## config.mk

```make
export PLATFORM = sky130hd
export DESIGN_NAME = analog_top
export DESIGN_NICKNAME = d
export VERILOG_FILES = /design/src/hw/sig_pkg.sv /design/src/hw/bus_pkg.sv /design/src/hw/adc_capture.sv /design/src/hw/analog_top.sv /design/src/hw/cal_regs.sv /design/src/hw/dac_output.sv /design/src/hw/linear_cal.sv
export SDC_FILE = /design/constraint.sdc
export NUM_CORES = 2
export LEC_CHECK = 0
export BUFFER_PORTS_ARGS = -buffer_cell sky130_fd_sc_hd__buf_2
export CORE_ASPECT_RATIO = 2
export CORE_MARGIN = 4
export CORE_UTILIZATION = 48
export DETAILED_ROUTE_END_ITERATION = 10
export GPL_TIMING_DRIVEN = 0
export PLACE_DENSITY_LB_ADDON = 0.1
export SYNTH_ARGS = -nofsm -noshare
export SYNTH_HDL_FRONTEND = slang
export SYNTH_SLANG_ARGS = --single-unit
```

## constraint.sdc

```tcl
create_clock -name adc_clk -period 11.4 [get_ports adc_clk]
set_clock_uncertainty 0.15 [all_clocks]
set_input_delay 1.71 -clock adc_clk [delete_from_list [all_inputs] [get_ports adc_clk]]
set_output_delay 1.71 -clock adc_clk [all_outputs]
set_load 0.01 [all_outputs]
```

## src/hw/sig_pkg.sv

```systemverilog
package sig_pkg;

  //////////////////////////////////////////////////////////////////////
  // Sample path widths
  //////////////////////////////////////////////////////////////////////

  // ADC and DAC sample width
  localparam int unsigned DAT_W = 14;

  // Gain width
  localparam int unsigned MUL_W = 16;

  // Offset width
  localparam int unsigned SUM_W = 14;

  // Number of analog channels per side
  localparam int unsigned CHN = 2;

  // Unity gain is 2^14 so the gain is a 1.14 fixed point value
  localparam logic [MUL_W-1:0] MUL_ONE = 16'h4000;

  // Converter words are offset binary with negative slope
  // Keeping the MSB and inverting the rest maps them to two's complement
  // The same mapping applied again gives the converter word back
  function automatic logic [DAT_W-1:0] slope_flip(input logic [DAT_W-1:0] w);
    return {w[DAT_W-1], ~w[DAT_W-2:0]};
  endfunction

endpackage

```

## src/hw/bus_pkg.sv

```systemverilog
package bus_pkg;

  //////////////////////////////////////////////////////////////////////
  // System bus
  //////////////////////////////////////////////////////////////////////

  localparam int unsigned ADDR_W = 32;
  localparam int unsigned DATA_W = 32;

  // Eight regions selected by address bits 22:20
  localparam int unsigned RGN_LSB = 20;
  localparam int unsigned RGN_W   = 3;
  localparam logic [RGN_W-1:0] REG_REGION = 3'd1;

  // Byte offset inside a region
  localparam int unsigned OFS_W = 20;

  // Calibration map for channel 0
  localparam logic [OFS_W-1:0] OFS_ADC_MUL = 20'h00;
  localparam logic [OFS_W-1:0] OFS_ADC_SUM = 20'h04;
  localparam logic [OFS_W-1:0] OFS_DAC_MUL = 20'h10;
  localparam logic [OFS_W-1:0] OFS_DAC_SUM = 20'h14;
  // Next channel sits one stride higher
  localparam logic [OFS_W-1:0] CH_STEP     = 20'h08;
  // Digital loopback enable in bit 0
  localparam logic [OFS_W-1:0] OFS_LOOP    = 20'h20;

  // Gain view of a data word
  typedef struct packed {
    logic        [DATA_W-sig_pkg::MUL_W-1:0] pad;
    logic signed [sig_pkg::MUL_W-1:0]        mul;
  } cal_mul_t;

  // Offset view of a data word
  typedef struct packed {
    logic        [DATA_W-sig_pkg::SUM_W-1:0] pad;
    logic signed [sig_pkg::SUM_W-1:0]        sum;
  } cal_sum_t;

  // One written word, read as gain or as offset
  typedef union packed {
    logic [DATA_W-1:0] raw;
    cal_mul_t          gain;
    cal_sum_t          ofs;
  } cal_word_u;

endpackage

```

## src/hw/adc_capture.sv

```systemverilog
`timescale 1ns/1ps

module adc_capture import sig_pkg::*; (
  input  logic                             adc_clk,
  input  logic                             top_rst,
  // Raw converter words
  input  logic        [DAT_W-1:0]          adc_dat_a_i,
  input  logic        [DAT_W-1:0]          adc_dat_b_i,
  // Digital loopback
  input  logic                             loop_en_i,
  input  logic signed [CHN-1:0][DAT_W-1:0] loop_dat_i,
  // Two's complement samples
  output logic signed [CHN-1:0][DAT_W-1:0] cap_dat_o
);

//////////////////////////////////////////////////////////////////////
// Input registers
//////////////////////////////////////////////////////////////////////

// Converted samples, one per channel
logic [CHN-1:0][DAT_W-1:0] raw_q;

// Capture and convert in one step
// Channel A goes to index 0, channel B to index 1
always_ff @(posedge adc_clk, posedge top_rst)
begin
  if (top_rst)
  begin
    raw_q <= '0;
  end
  else
  begin
    raw_q[0] <= slope_flip(adc_dat_a_i);
    raw_q[1] <= slope_flip(adc_dat_b_i);
  end
end

//////////////////////////////////////////////////////////////////////
// Loopback select
//////////////////////////////////////////////////////////////////////

// Loopback replaces each channel by the DAC sample of the same index
// No register here so the loop adds only the DAC path latency
always_comb
begin
  for (int unsigned ch = 0; ch < CHN; ch++)
  begin
    if (loop_en_i)
      cap_dat_o[ch] = loop_dat_i[ch];
    else
      cap_dat_o[ch] = raw_q[ch];
  end
end

endmodule

```

## src/hw/analog_top.sv

```systemverilog
`timescale 1ns/1ps

module analog_top import sig_pkg::*, bus_pkg::*; #(
  // Channels per side
  parameter int unsigned CHN_N = CHN
)(
  input  logic                               adc_clk,
  input  logic                               top_rst,
  // ADC
  input  logic        [DAT_W-1:0]            adc_dat_a_i,
  input  logic        [DAT_W-1:0]            adc_dat_b_i,
  output logic signed [CHN_N-1:0][DAT_W-1:0] adc_dat_o,
  // Generator samples
  input  logic signed [CHN_N-1:0][DAT_W-1:0] gen_dat_i,
  // DAC
  output logic        [DAT_W-1:0]            dac_dat_o,
  output logic                               dac_sel_o,
  output logic                               dac_rst_o,
  // System bus
  input  logic        [ADDR_W-1:0]           sys_addr_i,
  input  logic        [DATA_W-1:0]           sys_wdata_i,
  input  logic                               sys_wen_i,
  input  logic                               sys_ren_i,
  output logic        [DATA_W-1:0]           sys_rdata_o,
  output logic                               sys_ack_o,
  output logic                               sys_err_o
);

// Loopback enable
logic                               loop_en;
// Captured or looped samples
logic signed [CHN_N-1:0][DAT_W-1:0] cap_dat;
// Calibrated DAC samples
logic signed [CHN_N-1:0][DAT_W-1:0] dac_cal;
// Calibration settings
logic        [CHN_N-1:0][MUL_W-1:0] adc_mul;
logic        [CHN_N-1:0][SUM_W-1:0] adc_sum;
logic        [CHN_N-1:0][MUL_W-1:0] dac_mul;
logic        [CHN_N-1:0][SUM_W-1:0] dac_sum;

//////////////////////////////////////////////////////////////////////
// ADC capture
//////////////////////////////////////////////////////////////////////

adc_capture u_adc_capture (
  .adc_clk     (adc_clk),
  .top_rst     (top_rst),
  .adc_dat_a_i (adc_dat_a_i),
  .adc_dat_b_i (adc_dat_b_i),
  .loop_en_i   (loop_en),
  .loop_dat_i  (dac_cal),
  .cap_dat_o   (cap_dat)
);

//////////////////////////////////////////////////////////////////////
// Calibration, one stage per channel and side
//////////////////////////////////////////////////////////////////////

for (genvar ch = 0; ch < CHN_N; ch++)
begin : g_chn
  // ADC side
  linear_cal #(
    .DWI (DAT_W),
    .DWO (DAT_W),
    .DWM (MUL_W)
  ) u_adc_cal (
    .adc_clk (adc_clk),
    .top_rst (top_rst),
    .dat_i   (cap_dat[ch]),
    .mul_i   (adc_mul[ch]),
    .sum_i   (adc_sum[ch]),
    .dat_o   (adc_dat_o[ch])
  );

  // DAC side
  linear_cal #(
    .DWI (DAT_W),
    .DWO (DAT_W),
    .DWM (MUL_W)
  ) u_dac_cal (
    .adc_clk (adc_clk),
    .top_rst (top_rst),
    .dat_i   (gen_dat_i[ch]),
    .mul_i   (dac_mul[ch]),
    .sum_i   (dac_sum[ch]),
    .dat_o   (dac_cal[ch])
  );
end

//////////////////////////////////////////////////////////////////////
// DAC output and register block
//////////////////////////////////////////////////////////////////////

dac_output u_dac_output (
  .adc_clk   (adc_clk),
  .top_rst   (top_rst),
  .cal_dat_i (dac_cal),
  .dac_dat_o (dac_dat_o),
  .dac_sel_o (dac_sel_o),
  .dac_rst_o (dac_rst_o)
);

cal_regs #(
  .CHN_N (CHN_N)
) u_cal_regs (
  .adc_clk     (adc_clk),
  .top_rst     (top_rst),
  .sys_addr_i  (sys_addr_i),
  .sys_wdata_i (sys_wdata_i),
  .sys_wen_i   (sys_wen_i),
  .sys_ren_i   (sys_ren_i),
  .sys_rdata_o (sys_rdata_o),
  .sys_ack_o   (sys_ack_o),
  .sys_err_o   (sys_err_o),
  .adc_mul_o   (adc_mul),
  .adc_sum_o   (adc_sum),
  .dac_mul_o   (dac_mul),
  .dac_sum_o   (dac_sum),
  .loop_en_o   (loop_en)
);

endmodule

```

## src/hw/cal_regs.sv

```systemverilog
`timescale 1ns/1ps

module cal_regs import sig_pkg::*, bus_pkg::*; #(
  parameter int unsigned CHN_N = CHN
)(
  input  logic                          adc_clk,
  input  logic                          top_rst,
  // System bus
  input  logic [ADDR_W-1:0]             sys_addr_i,
  input  logic [DATA_W-1:0]             sys_wdata_i,
  input  logic                          sys_wen_i,
  input  logic                          sys_ren_i,
  output logic [DATA_W-1:0]             sys_rdata_o,
  output logic                          sys_ack_o,
  output logic                          sys_err_o,
  // Calibration settings
  output logic [CHN_N-1:0][MUL_W-1:0]   adc_mul_o,
  output logic [CHN_N-1:0][SUM_W-1:0]   adc_sum_o,
  output logic [CHN_N-1:0][MUL_W-1:0]   dac_mul_o,
  output logic [CHN_N-1:0][SUM_W-1:0]   dac_sum_o,
  output logic                          loop_en_o
);

cal_word_u         wr_word;
logic [OFS_W-1:0]  reg_ofs;
logic              in_rgn;
logic              map_hit;
logic              wr_en;
logic [CHN_N-1:0]  adc_mul_hit;
logic [CHN_N-1:0]  adc_sum_hit;
logic [CHN_N-1:0]  dac_mul_hit;
logic [CHN_N-1:0]  dac_sum_hit;
logic              loop_hit;
logic [DATA_W-1:0] rd_word;

// Register offset of a field for one channel
function automatic logic [OFS_W-1:0] ch_ofs(input logic [OFS_W-1:0] base,
                                            input int unsigned ch);
  return base + OFS_W'(ch) * CH_STEP;
endfunction

// Read back with sign extension
function automatic logic [DATA_W-1:0] sext_mul(input logic [MUL_W-1:0] v);
  return {{(DATA_W-MUL_W){v[MUL_W-1]}}, v};
endfunction

function automatic logic [DATA_W-1:0] sext_sum(input logic [SUM_W-1:0] v);
  return {{(DATA_W-SUM_W){v[SUM_W-1]}}, v};
endfunction

//////////////////////////////////////////////////////////////////////
// Address decode
//////////////////////////////////////////////////////////////////////

assign wr_word.raw = sys_wdata_i;
assign reg_ofs     = sys_addr_i[OFS_W-1:0];
assign in_rgn      = sys_addr_i[RGN_LSB+RGN_W-1:RGN_LSB] == REG_REGION;
assign wr_en       = sys_wen_i & in_rgn;

always_comb
begin
  map_hit     = 1'b0;
  rd_word     = '0;
  adc_mul_hit = '0;
  adc_sum_hit = '0;
  dac_mul_hit = '0;
  dac_sum_hit = '0;
  // Per channel fields
  for (int unsigned ch = 0; ch < CHN_N; ch++)
  begin
    adc_mul_hit[ch] = reg_ofs == ch_ofs(OFS_ADC_MUL, ch);
    adc_sum_hit[ch] = reg_ofs == ch_ofs(OFS_ADC_SUM, ch);
    dac_mul_hit[ch] = reg_ofs == ch_ofs(OFS_DAC_MUL, ch);
    dac_sum_hit[ch] = reg_ofs == ch_ofs(OFS_DAC_SUM, ch);
    if (adc_mul_hit[ch])
      rd_word = sext_mul(adc_mul_o[ch]);
    if (adc_sum_hit[ch])
      rd_word = sext_sum(adc_sum_o[ch]);
    if (dac_mul_hit[ch])
      rd_word = sext_mul(dac_mul_o[ch]);
    if (dac_sum_hit[ch])
      rd_word = sext_sum(dac_sum_o[ch]);
  end
  // Loopback flag reads back as a plain bit
  loop_hit = reg_ofs == OFS_LOOP;
  if (loop_hit)
    rd_word = DATA_W'(loop_en_o);
  map_hit = |{adc_mul_hit, adc_sum_hit, dac_mul_hit, dac_sum_hit, loop_hit};
end

//////////////////////////////////////////////////////////////////////
// Settings
//////////////////////////////////////////////////////////////////////

// Gains reset to unity, offsets to zero, loopback off
always_ff @(posedge adc_clk, posedge top_rst)
begin
  if (top_rst)
  begin
    adc_mul_o <= {CHN_N{MUL_ONE}};
    adc_sum_o <= '0;
    dac_mul_o <= {CHN_N{MUL_ONE}};
    dac_sum_o <= '0;
    loop_en_o <= 1'b0;
  end
  else if (wr_en)
  begin
    // Field view picked by the decoded offset
    for (int unsigned ch = 0; ch < CHN_N; ch++)
    begin
      if (adc_mul_hit[ch])
        adc_mul_o[ch] <= wr_word.gain.mul;
      if (adc_sum_hit[ch])
        adc_sum_o[ch] <= wr_word.ofs.sum;
      if (dac_mul_hit[ch])
        dac_mul_o[ch] <= wr_word.gain.mul;
      if (dac_sum_hit[ch])
        dac_sum_o[ch] <= wr_word.ofs.sum;
    end
    if (loop_hit)
      loop_en_o <= wr_word.raw[0];
  end
end

//////////////////////////////////////////////////////////////////////
// Bus response
//////////////////////////////////////////////////////////////////////

// Every strobe gets an ack one cycle later, in any region
// Error flags foreign regions and holes in the map
always_ff @(posedge adc_clk, posedge top_rst)
begin
  if (top_rst)
  begin
    sys_ack_o <= 1'b0;
    sys_err_o <= 1'b0;
  end
  else
  begin
    sys_ack_o <= sys_wen_i | sys_ren_i;
    sys_err_o <= (sys_wen_i | sys_ren_i) & ~(in_rgn & map_hit);
  end
end

// Read data valid together with the ack
always_ff @(posedge adc_clk)
begin
  if (sys_ren_i)
    sys_rdata_o <= in_rgn ? rd_word : '0;
end

endmodule

```

## src/hw/dac_output.sv

```systemverilog
`timescale 1ns/1ps

module dac_output import sig_pkg::*; (
  input  logic                             adc_clk,
  input  logic                             top_rst,
  // Calibrated samples
  input  logic signed [CHN-1:0][DAT_W-1:0] cal_dat_i,
  // Interleaved DAC bus
  output logic        [DAT_W-1:0]          dac_dat_o,
  output logic                             dac_sel_o,
  output logic                             dac_rst_o
);

// Both channels in converter format
logic [CHN-1:0][DAT_W-1:0] dac_q;
// DAC reset shift register
logic [1:0]                rst_sr;

//////////////////////////////////////////////////////////////////////
// Output format
//////////////////////////////////////////////////////////////////////

// Back to unsigned with negative slope
always_ff @(posedge adc_clk)
begin
  for (int unsigned ch = 0; ch < CHN; ch++)
  begin
    dac_q[ch] <= slope_flip(cal_dat_i[ch]);
  end
end

//////////////////////////////////////////////////////////////////////
// Interleave
//////////////////////////////////////////////////////////////////////

// Select flips every clock, low out of reset
always_ff @(posedge adc_clk, posedge top_rst)
begin
  if (top_rst)
    dac_sel_o <= 1'b0;
  else
    dac_sel_o <= ~dac_sel_o;
end

// High select carries channel 0
assign dac_dat_o = dac_sel_o ? dac_q[0] : dac_q[1];

// Hold the DAC in reset one full cycle past top_rst release
always_ff @(posedge adc_clk, posedge top_rst)
begin
  if (top_rst)
    rst_sr <= 2'b11;
  else
    rst_sr <= {rst_sr[0], 1'b0};
end

assign dac_rst_o = rst_sr[1];

endmodule

```

## src/hw/linear_cal.sv

```systemverilog
`timescale 1ns/1ps

module linear_cal #(
  // Input sample width
  parameter int unsigned DWI = 14,
  // Output sample width, also the offset width
  parameter int unsigned DWO = 14,
  // Gain width, fixed point with DWM-2 fraction bits
  parameter int unsigned DWM = 16
)(
  input  logic                  adc_clk,
  input  logic                  top_rst,
  // Sample in
  input  logic signed [DWI-1:0] dat_i,
  // Gain and offset
  input  logic signed [DWM-1:0] mul_i,
  input  logic signed [DWO-1:0] sum_i,
  // Calibrated sample out
  output logic signed [DWO-1:0] dat_o
);

// Full product width
localparam int unsigned DWP = DWI + DWM;
// Product after dropping the fraction bits
// Gain range is about +-2 so two integer bits are enough
localparam int unsigned DWS = DWI + 2;
// One more bit to hold the offset sum
localparam int unsigned DWA = DWS + 1;

logic signed [DWP-1:0] prod;
logic signed [DWS-1:0] prod_q;
logic signed [DWA-1:0] acc;
logic                  acc_ovf;
logic signed [DWO-1:0] acc_sat;

//////////////////////////////////////////////////////////////////////
// Stage 1 gain
//////////////////////////////////////////////////////////////////////

assign prod = dat_i * mul_i;

// Dropping low bits of a signed value rounds toward minus infinity
always_ff @(posedge adc_clk, posedge top_rst)
begin
  if (top_rst)
    prod_q <= '0;
  else
    prod_q <= prod[DWP-1:DWM-2];
end

//////////////////////////////////////////////////////////////////////
// Stage 2 offset and saturation
//////////////////////////////////////////////////////////////////////

assign acc = prod_q + sum_i;

// Overflow when the bits above the output sign differ from it
assign acc_ovf = ~(&acc[DWA-1:DWO-1]) & (|acc[DWA-1:DWO-1]);

// Clamp to the most positive or most negative code
always_comb
begin
  if (acc_ovf)
    acc_sat = {acc[DWA-1], {(DWO-1){~acc[DWA-1]}}};
  else
    acc_sat = acc[DWO-1:0];
end

always_ff @(posedge adc_clk, posedge top_rst)
begin
  if (top_rst)
    dat_o <= '0;
  else
    dat_o <= acc_sat;
end

endmodule

```

### Yosys cells after proc, flatten, opt, wreduce, memory -nomap -nowiden

Cells that the tools add are included.

| operators by class | value |
|---|---|
| $add $sub $neg | 4 |
| bitwise logic cells | 23 |
| reduce and logical (&&, ||, !) cells | 20 |
| multiplexer cells | 16 |
| $mul | 4 |
| equality and inequality tests | 9 |

Operator list:

| operator | count |
|---|---|
| 32-bit 2-to-1 mux | 8 |
| 14-bit by 16-bit multiplier with 30-bit output | 4 |
| 14-bit 2-to-1 mux | 7 |
| 20-bit by 5-bit equality test with 1-bit output (second input constant) | 4 |
| 16-bit by 14-bit adder with 17-bit output | 4 |
| 13-bit NOT | 4 |
| 20-bit by 4-bit equality test with 1-bit output (second input constant) | 2 |
| 20-bit by 3-bit equality test with 1-bit output (second input constant) | 1 |
| 20-bit by 6-bit equality test with 1-bit output (second input constant) | 1 |
| 20-bit zero test | 1 |
| 2-bit AND reduction | 9 |
| 4-bit AND reduction | 4 |
| 4-bit OR reduction | 4 |
| 1-bit NOT | 11 |
| 9-bit OR reduction | 1 |
| 1-bit bitwise AND | 7 |
| 3-bit by 1-bit equality test with 1-bit output (second input constant) | 1 |
| 2-bit OR reduction | 1 |
| 1-bit 2-to-1 mux | 1 |
| 1-bit bitwise OR | 1 |

| word-level totals | value |
|---|---|
| bits of input ports | 124 |
| register bits after elaboration | 334 |

### Depth between registers and ports, before layout

| depth | value |
|---|---|
| depth after elaboration | 10 |
| gate-level depth with buffers | 27 |
| mapped depth without buffers | 24 |

### Modules after synthesis

From an unflattened synthesis, not the netlist that was laid out.

| unflattened totals | value |
|---|---|
| cells, all modules | 4871 |
| area, all modules | 48172.5 sq um |

Modules (own cells, without submodules):

| module | cells an instance | times used | area an instance (sq um) | sequential area each (sq um) |
|---|---|---|---|---|
| linear_cal (g_chn[0].u_dac_cal ...) | 1060 | 2 | 9912.0 | 750.7 |
| linear_cal (g_chn[0].u_adc_cal) | 1006 | 1 | 9566.7 | 750.7 |
| linear_cal (g_chn[1].u_dac_cal) | 1009 | 1 | 9549.2 | 750.7 |
| cal_regs | 574 | 1 | 7019.2 | 3563.4 |
| adc_capture | 86 | 1 | 1243.7 | 700.7 |
| dac_output | 76 | 1 | 969.7 | 638.1 |

### Worst setup path before layout

No wires, ideal clock.

| path | value |
|---|---|
| kind | input to register |
| from | input gen_dat_i[8] (netlist name) |
| to | register g_chn[0].u_dac_cal.prod_q[9] |
| stages | 20 |
| setup time | 123 ps |
| path buffers | 1 |
| path slack | 3956 ps |
| required time | 11127 ps |
| arrival time | 7171 ps |
| cells stage by stage | clkbuf_1 and2_1 fa_1 inv_1 fa_1 inv_1 fa_1 fa_1 fa_1 fa_1 ha_1 a211oi_1 nand2_1 a211o_1 o211ai_1 a31oi_1 o41ai_1 o21bai_1 a211oi_1 nor2_1 |

| on the way | value |
|---|---|
| word-level cells in the longest chain between the ends | 1 |

Ends and longest elaborated chain:

| what | line | RTL |
|---|---|---|
| from (decl) | analog_top.sv:14 | `input logic signed [CHN_N-1:0][DAT_W-1:0] gen_dat_i,` |
| 14-bit by 16-bit multiplier with 30-bit output | linear_cal.sv:40 | `assign prod = dat_i * mul_i;` |
| via g_chn[0].u_dac_cal.prod[23] | linear_cal.sv:30 | `logic signed [DWP-1:0] prod;` |
| to (signal assigned) | linear_cal.sv:48 | `prod_q <= prod[DWP-1:DWM-2];` |
| to (decl) | linear_cal.sv:31 | `logic signed [DWS-1:0] prod_q;` |

The timed path passes the listed nets, and every way through them passes these cells.
A chain may end at the register's enable or synchronous reset.

### Worst setup path after layout

| path | value |
|---|---|
| from | register u_cal_regs.loop_en_o |
| to | register g_chn[0].u_adc_cal.prod_q[15] |

| on the way | value |
|---|---|
| word-level cells in the longest chain between the ends | 2 |

Ends and longest elaborated chain:

| what | line | RTL |
|---|---|---|
| from (decl) | cal_regs.sv:21 | `output logic loop_en_o` |
| from (signal assigned) | cal_regs.sv:121 | `loop_en_o <= wr_word.raw[0];` |
| 14-bit 2-to-1 mux | adc_capture.sv:48 | `if (loop_en_i)` |
| 14-bit by 16-bit multiplier with 30-bit output | linear_cal.sv:40 |  |
| via g_chn[0].u_adc_cal.prod[29] | linear_cal.sv:30 |  |
| to (signal assigned) | linear_cal.sv:48 |  |
| to (decl) | linear_cal.sv:31 |  |

The timed path passes the listed nets, and every way through them passes these cells.

==> flow_metrics.py <==
metrics = {
    "clock_network": {
        "clk_latency_ps": 620,
        "count_of_buffers_added_by_post_cts_timing_repair_for_setup": 0,
        "cts_root_buf": "sky130_fd_sc_hd__clkbuf_16",
        "ctsHtreeMaxLevel": 1,
        "max-clock-path-buffers": 3,
        "clk_pin_slew_worst_paths_ps": 90,
        "post_cts_resize_count": 0,
        "cts_buffers": 30,
        "clock-sinks": 318,
        "tritoncts": "done",
        "cts_hold_buffers": 0,
    },
    "synth": {
        "synth_area_um2": 46350,
        "synth.net_count": 6030,
        "synth_edf_count": 16,
        "postSynthAreaPerCell_um2": 9.874,
        "post_synth_inst_count": 4694,
        "synth_sequential_area_ratio_pct": 17.06,
        "count_of_warnings_emitted_by_yosys": 0,
        "synthArstFlopShare_pct": 86.16,
        "ys_seq_elements": 318,
        "netlist-cell-type-count": 82,
        "synth-main-ff-cell": "sky130_fd_sc_hd__dfrtp_1",
    },
    "timing": {
        "final_period_minus_worst_setup_slack_ps": 8756,
        "max_clock_freq_mhz": 114.2,
        "fin_setup_tns_ps": 0,
        "tightest_pin_transition_ps": 1088,
        "hold_ws_ps": 205.4,
        "report.final.setup_viol": 0,
        "rsz0062_at_grt": "no",
        "slew_violations": 0,
        "crit_share_post_route_pct": 76.81,
        "timing.slew.headroom_pct": 27.33,
        "final-hold-violation-count": 0,
    },
    "critical_path": {
        "timing.critical_path.arrival_ps": 9160,
        "critPathKind": "flop to flop",
        "start_kind": "flop",
        "critical_path_required_ps": 11800,
        "critical_path.max_fanout": 10,
        "crit_start": "u_cal_regs.loop_en_o",
        "r2r-start": "u_cal_regs.loop_en_o",
        "worst_setup_path_end_kind": "flop",
    },
    "placement": {
        "place.detailed.instances": 6093,
        "gp_congestion": 0.9475,
        "dp_hpwl_um": 115100,
        "port_buffers": 175,
    },
    "final_layout": {
        "fin_nets": 6239,
        "synthToLayoutAreaGrowth_pct": 7.688,
        "most-common-layout-cells": "sky130_fd_sc_hd__inv_1, sky130_fd_sc_hd__fa_1, sky130_fd_sc_hd__nand2_1",
        "most_common_library_cell_in_the_layout_ignoring_fill_and_taps": "sky130_fd_sc_hd__inv_1",
        "fin_cells": 6152,
        "post_route_cells_drive_above_1_share_pct": 9.316,
        "post-route-util_pct": 51.94,
    },
    "global_route": {
        "overflow": 0,
        "grt_pass1_vias": 36690,
        "grt_pass1_wl_um": 210600,
        "largest_net_degree_at_the_start_of_global_routing": 101,
        "global_route.usage.total_pct": 27.15,
        "antenna_found_initial": 14,
    },
    "floorplanning": {
        "floorplan.die.width_um": 227.7,
        "die_area_um2": 101900,
        "start_util_pct": 48.24,
        "fp.coreArea_um2": 96090,
        "fp-row-count": 161,
        "pin_count": 202,
        "die_h_um": 447.5,
    },
    "routing": {
        "drtIter0Drc": 1502,
        "route.vias.total": 32720,
        "drt.antenna.violating_nets": 0,
        "routed_length_per_instance_um": 22.01,
        "route.final.wire_length_um": 135400,
        "first_pass_iters": 5,
        "drt_drc_violations_left": 0,
        "detail_route.vias_per_cell": 5.319,
    },
    "pwr": {
        "max-vdd-ir-drop_v": 0.0001123,
        "leakage_nw": 25.51,
        "cellPowerDensity_nw_per_um2": 54.88,
        "p_int_mw": 1.944,
        "p_clk_share_pct": 41.0,
        "p_comb_share_pct": 14.9,
        "switching_part_of_the_total_power_pct": 29.02,
        "power.sequential.fraction_pct": 44.2,
        "p_switching_mw": 0.7950,
    },
    "hold_path": {
        "holdCritStartpoint": "u_dac_output.rst_sr[0]",
        "hp-class": "flop to flop",
    },
    "run": {
        "maxCapViolations": 0,
    },
    "status": {
        "result_of_the_run": "completed",
    },
}
[cells in the mapped netlist, types with 12 or more instances]
cell                       number  area share [%]
sky130_fd_sc_hd__inv_1       1044             8.5
sky130_fd_sc_hd__nor2b_1      149             2.0
sky130_fd_sc_hd__o21ai_0      100             1.1
sky130_fd_sc_hd__ha_1         336             9.1
sky130_fd_sc_hd__dfxtp_1       28             1.2
sky130_fd_sc_hd__xnor2_1      107             2.0
sky130_fd_sc_hd__and3_1        12            0.16
sky130_fd_sc_hd__mux2_2       155             3.8
sky130_fd_sc_hd__nand2_1      481             3.9
sky130_fd_sc_hd__edfxtp_1      16             1.0
sky130_fd_sc_hd__clkbuf_1     141             1.1
sky130_fd_sc_hd__and2_1       287             3.9
sky130_fd_sc_hd__xor2_1        31            0.59
sky130_fd_sc_hd__a211oi_1      12            0.19
sky130_fd_sc_hd__nand2b_1      42            0.57
sky130_fd_sc_hd__nor3_1        31            0.33
sky130_fd_sc_hd__o21a_1        39            0.63
sky130_fd_sc_hd__o21bai_1      12            0.19
sky130_fd_sc_hd__nand3_1       22            0.24
sky130_fd_sc_hd__nand4_1       14            0.19
sky130_fd_sc_hd__or2_2         15            0.20
sky130_fd_sc_hd__buf_4         17            0.28
sky130_fd_sc_hd__nor2_1       135             1.1
sky130_fd_sc_hd__a222oi_1      15            0.32
sky130_fd_sc_hd__fa_1         876              38
sky130_fd_sc_hd__dfrtp_1      268              14
sky130_fd_sc_hd__a21o_1        44            0.71
sky130_fd_sc_hd__a21oi_1       95             1.0
sky130_fd_sc_hd__mux2i_1       23            0.50
[path summary, 6_finish.rpt]
kind,endpoint,slack (ps),cells after the start
worst max-delay path,g_chn[0].u_adc_cal.prod_q[15],2640,25
worst min-delay path,u_dac_output.rst_sr[1],210,0
worst max register to register,g_chn[0].u_adc_cal.prod_q[15],2640,25
worst min register to register,u_dac_output.rst_sr[1],210,0
max in group asynchronous,g_chn[0].u_adc_cal.dat_o[12],9160,3
min in group asynchronous,u_cal_regs.dac_sum_o[23],1000,2
[power groups by stage]
stage / clock network [mW] / logic (mW) / registers [mW]
2_1_floorplan: 0 / 0.230 / 1.22
3_3_place_gp: 0 / 0.404 / 1.23
3_5_place_dp: 0 / 0.407 / 1.23
4_1_cts: 1.15 / 0.412 / 1.21
5_1_grt: 1.19 / 0.449 / 1.21
6_report: 1.12 / 0.408 / 1.21
[metal layers]
| layer | global-route usage (%) | vias to the layer above | routed length [um] |
|---|---|---|---|
| met5 | 0 | - | 105 |
| met4 | 15.61 | 16 | 9758 |
| met3 | 2.428 | 357 | 5201 |
| met2 | 52.17 | 850 | 73760 |
| met1 | 28.90 | 16850 | 46590 |
| li1 | - | 14650 | - |
[cell families after synthesis]
family	after synthesis	synth area share, %
simple gates	1224	13.15
mux	182	4.457
xor+xnor	138	2.608
fa+ha+maj	1212	46.91
flops	318	17.06
compound gates	401	5.782
other cells	1	0.008091
buf+inv	1218	10.03
[area by class of cell]
class	instances	area, um^2
fillers	8971	46180
clock inverters	16	197.7
multi-input cells	3158	33790
well taps	1222	1529
flip-flops and latches	318	7905
clock buffers	40	890.9
plain buffers	174	730.7
inverters	1044	3926
diodes	3	7.507
repair buffers	177	930.9
[stage by stage]
stage / setup slack (ps) / total power [mW] / instance area [um^2]
2_1_floorplan: 1998 / 1.451 / 46350
3_3_place_gp: -1224 / 1.637 / 48750
3_5_place_dp: 2567 / 1.638 / 48820
4_1_cts: 2609 / 2.773 / 49910
5_1_grt: 2335 / 2.849 / 49910
6_report: 2644 / 2.739 / 49910
[critical path, stage by stage, from the launching register on]
cell	delay, ps
sky130_fd_sc_hd__dfrtp_1	400
sky130_fd_sc_hd__buf_2	310
sky130_fd_sc_hd__buf_1	640
sky130_fd_sc_hd__mux2i_1	740
sky130_fd_sc_hd__clkbuf_1	520
sky130_fd_sc_hd__nor2b_1	140
sky130_fd_sc_hd__fa_1	570
sky130_fd_sc_hd__inv_1	50
sky130_fd_sc_hd__fa_1	470
sky130_fd_sc_hd__inv_1	50
sky130_fd_sc_hd__fa_1	510
sky130_fd_sc_hd__inv_1	60
sky130_fd_sc_hd__fa_1	530
sky130_fd_sc_hd__inv_1	60
sky130_fd_sc_hd__fa_1	510
sky130_fd_sc_hd__fa_1	440
sky130_fd_sc_hd__ha_1	320
sky130_fd_sc_hd__and4_1	250
sky130_fd_sc_hd__nor2b_1	140
sky130_fd_sc_hd__a32oi_1	200
sky130_fd_sc_hd__or4b_4	520
sky130_fd_sc_hd__o311ai_4	350
sky130_fd_sc_hd__o31a_1	240
sky130_fd_sc_hd__nor2_1	80
sky130_fd_sc_hd__o41ai_2	270
sky130_fd_sc_hd__xnor2_1	160
[registers in the layout (all words and copies together), names as in the netlist]
| register | flops |
|---|---|
| u_cal_regs.loop_en_o | 1 |
| u_dac_output.rst_sr | 2 |
| u_dac_output.dac_q | 28 |
| g_chn.u_dac_cal.dat_o | 28 |
| u_cal_regs.dac_sum_o | 28 |
| u_cal_regs.sys_rdata_o | 16 |
| u_adc_capture.raw_q | 28 |
| u_dac_output.dac_sel_o | 1 |
| u_cal_regs.sys_ack_o | 1 |
| g_chn.u_dac_cal.prod_q | 32 |
| g_chn.u_adc_cal.dat_o | 28 |
| u_cal_regs.dac_mul_o | 32 |
| g_chn.u_adc_cal.prod_q | 32 |
| u_cal_regs.adc_sum_o | 28 |
| u_cal_regs.adc_mul_o | 32 |
| u_cal_regs.sys_err_o | 1 |
No activity file was read; power rests on OpenSTA's default activity.
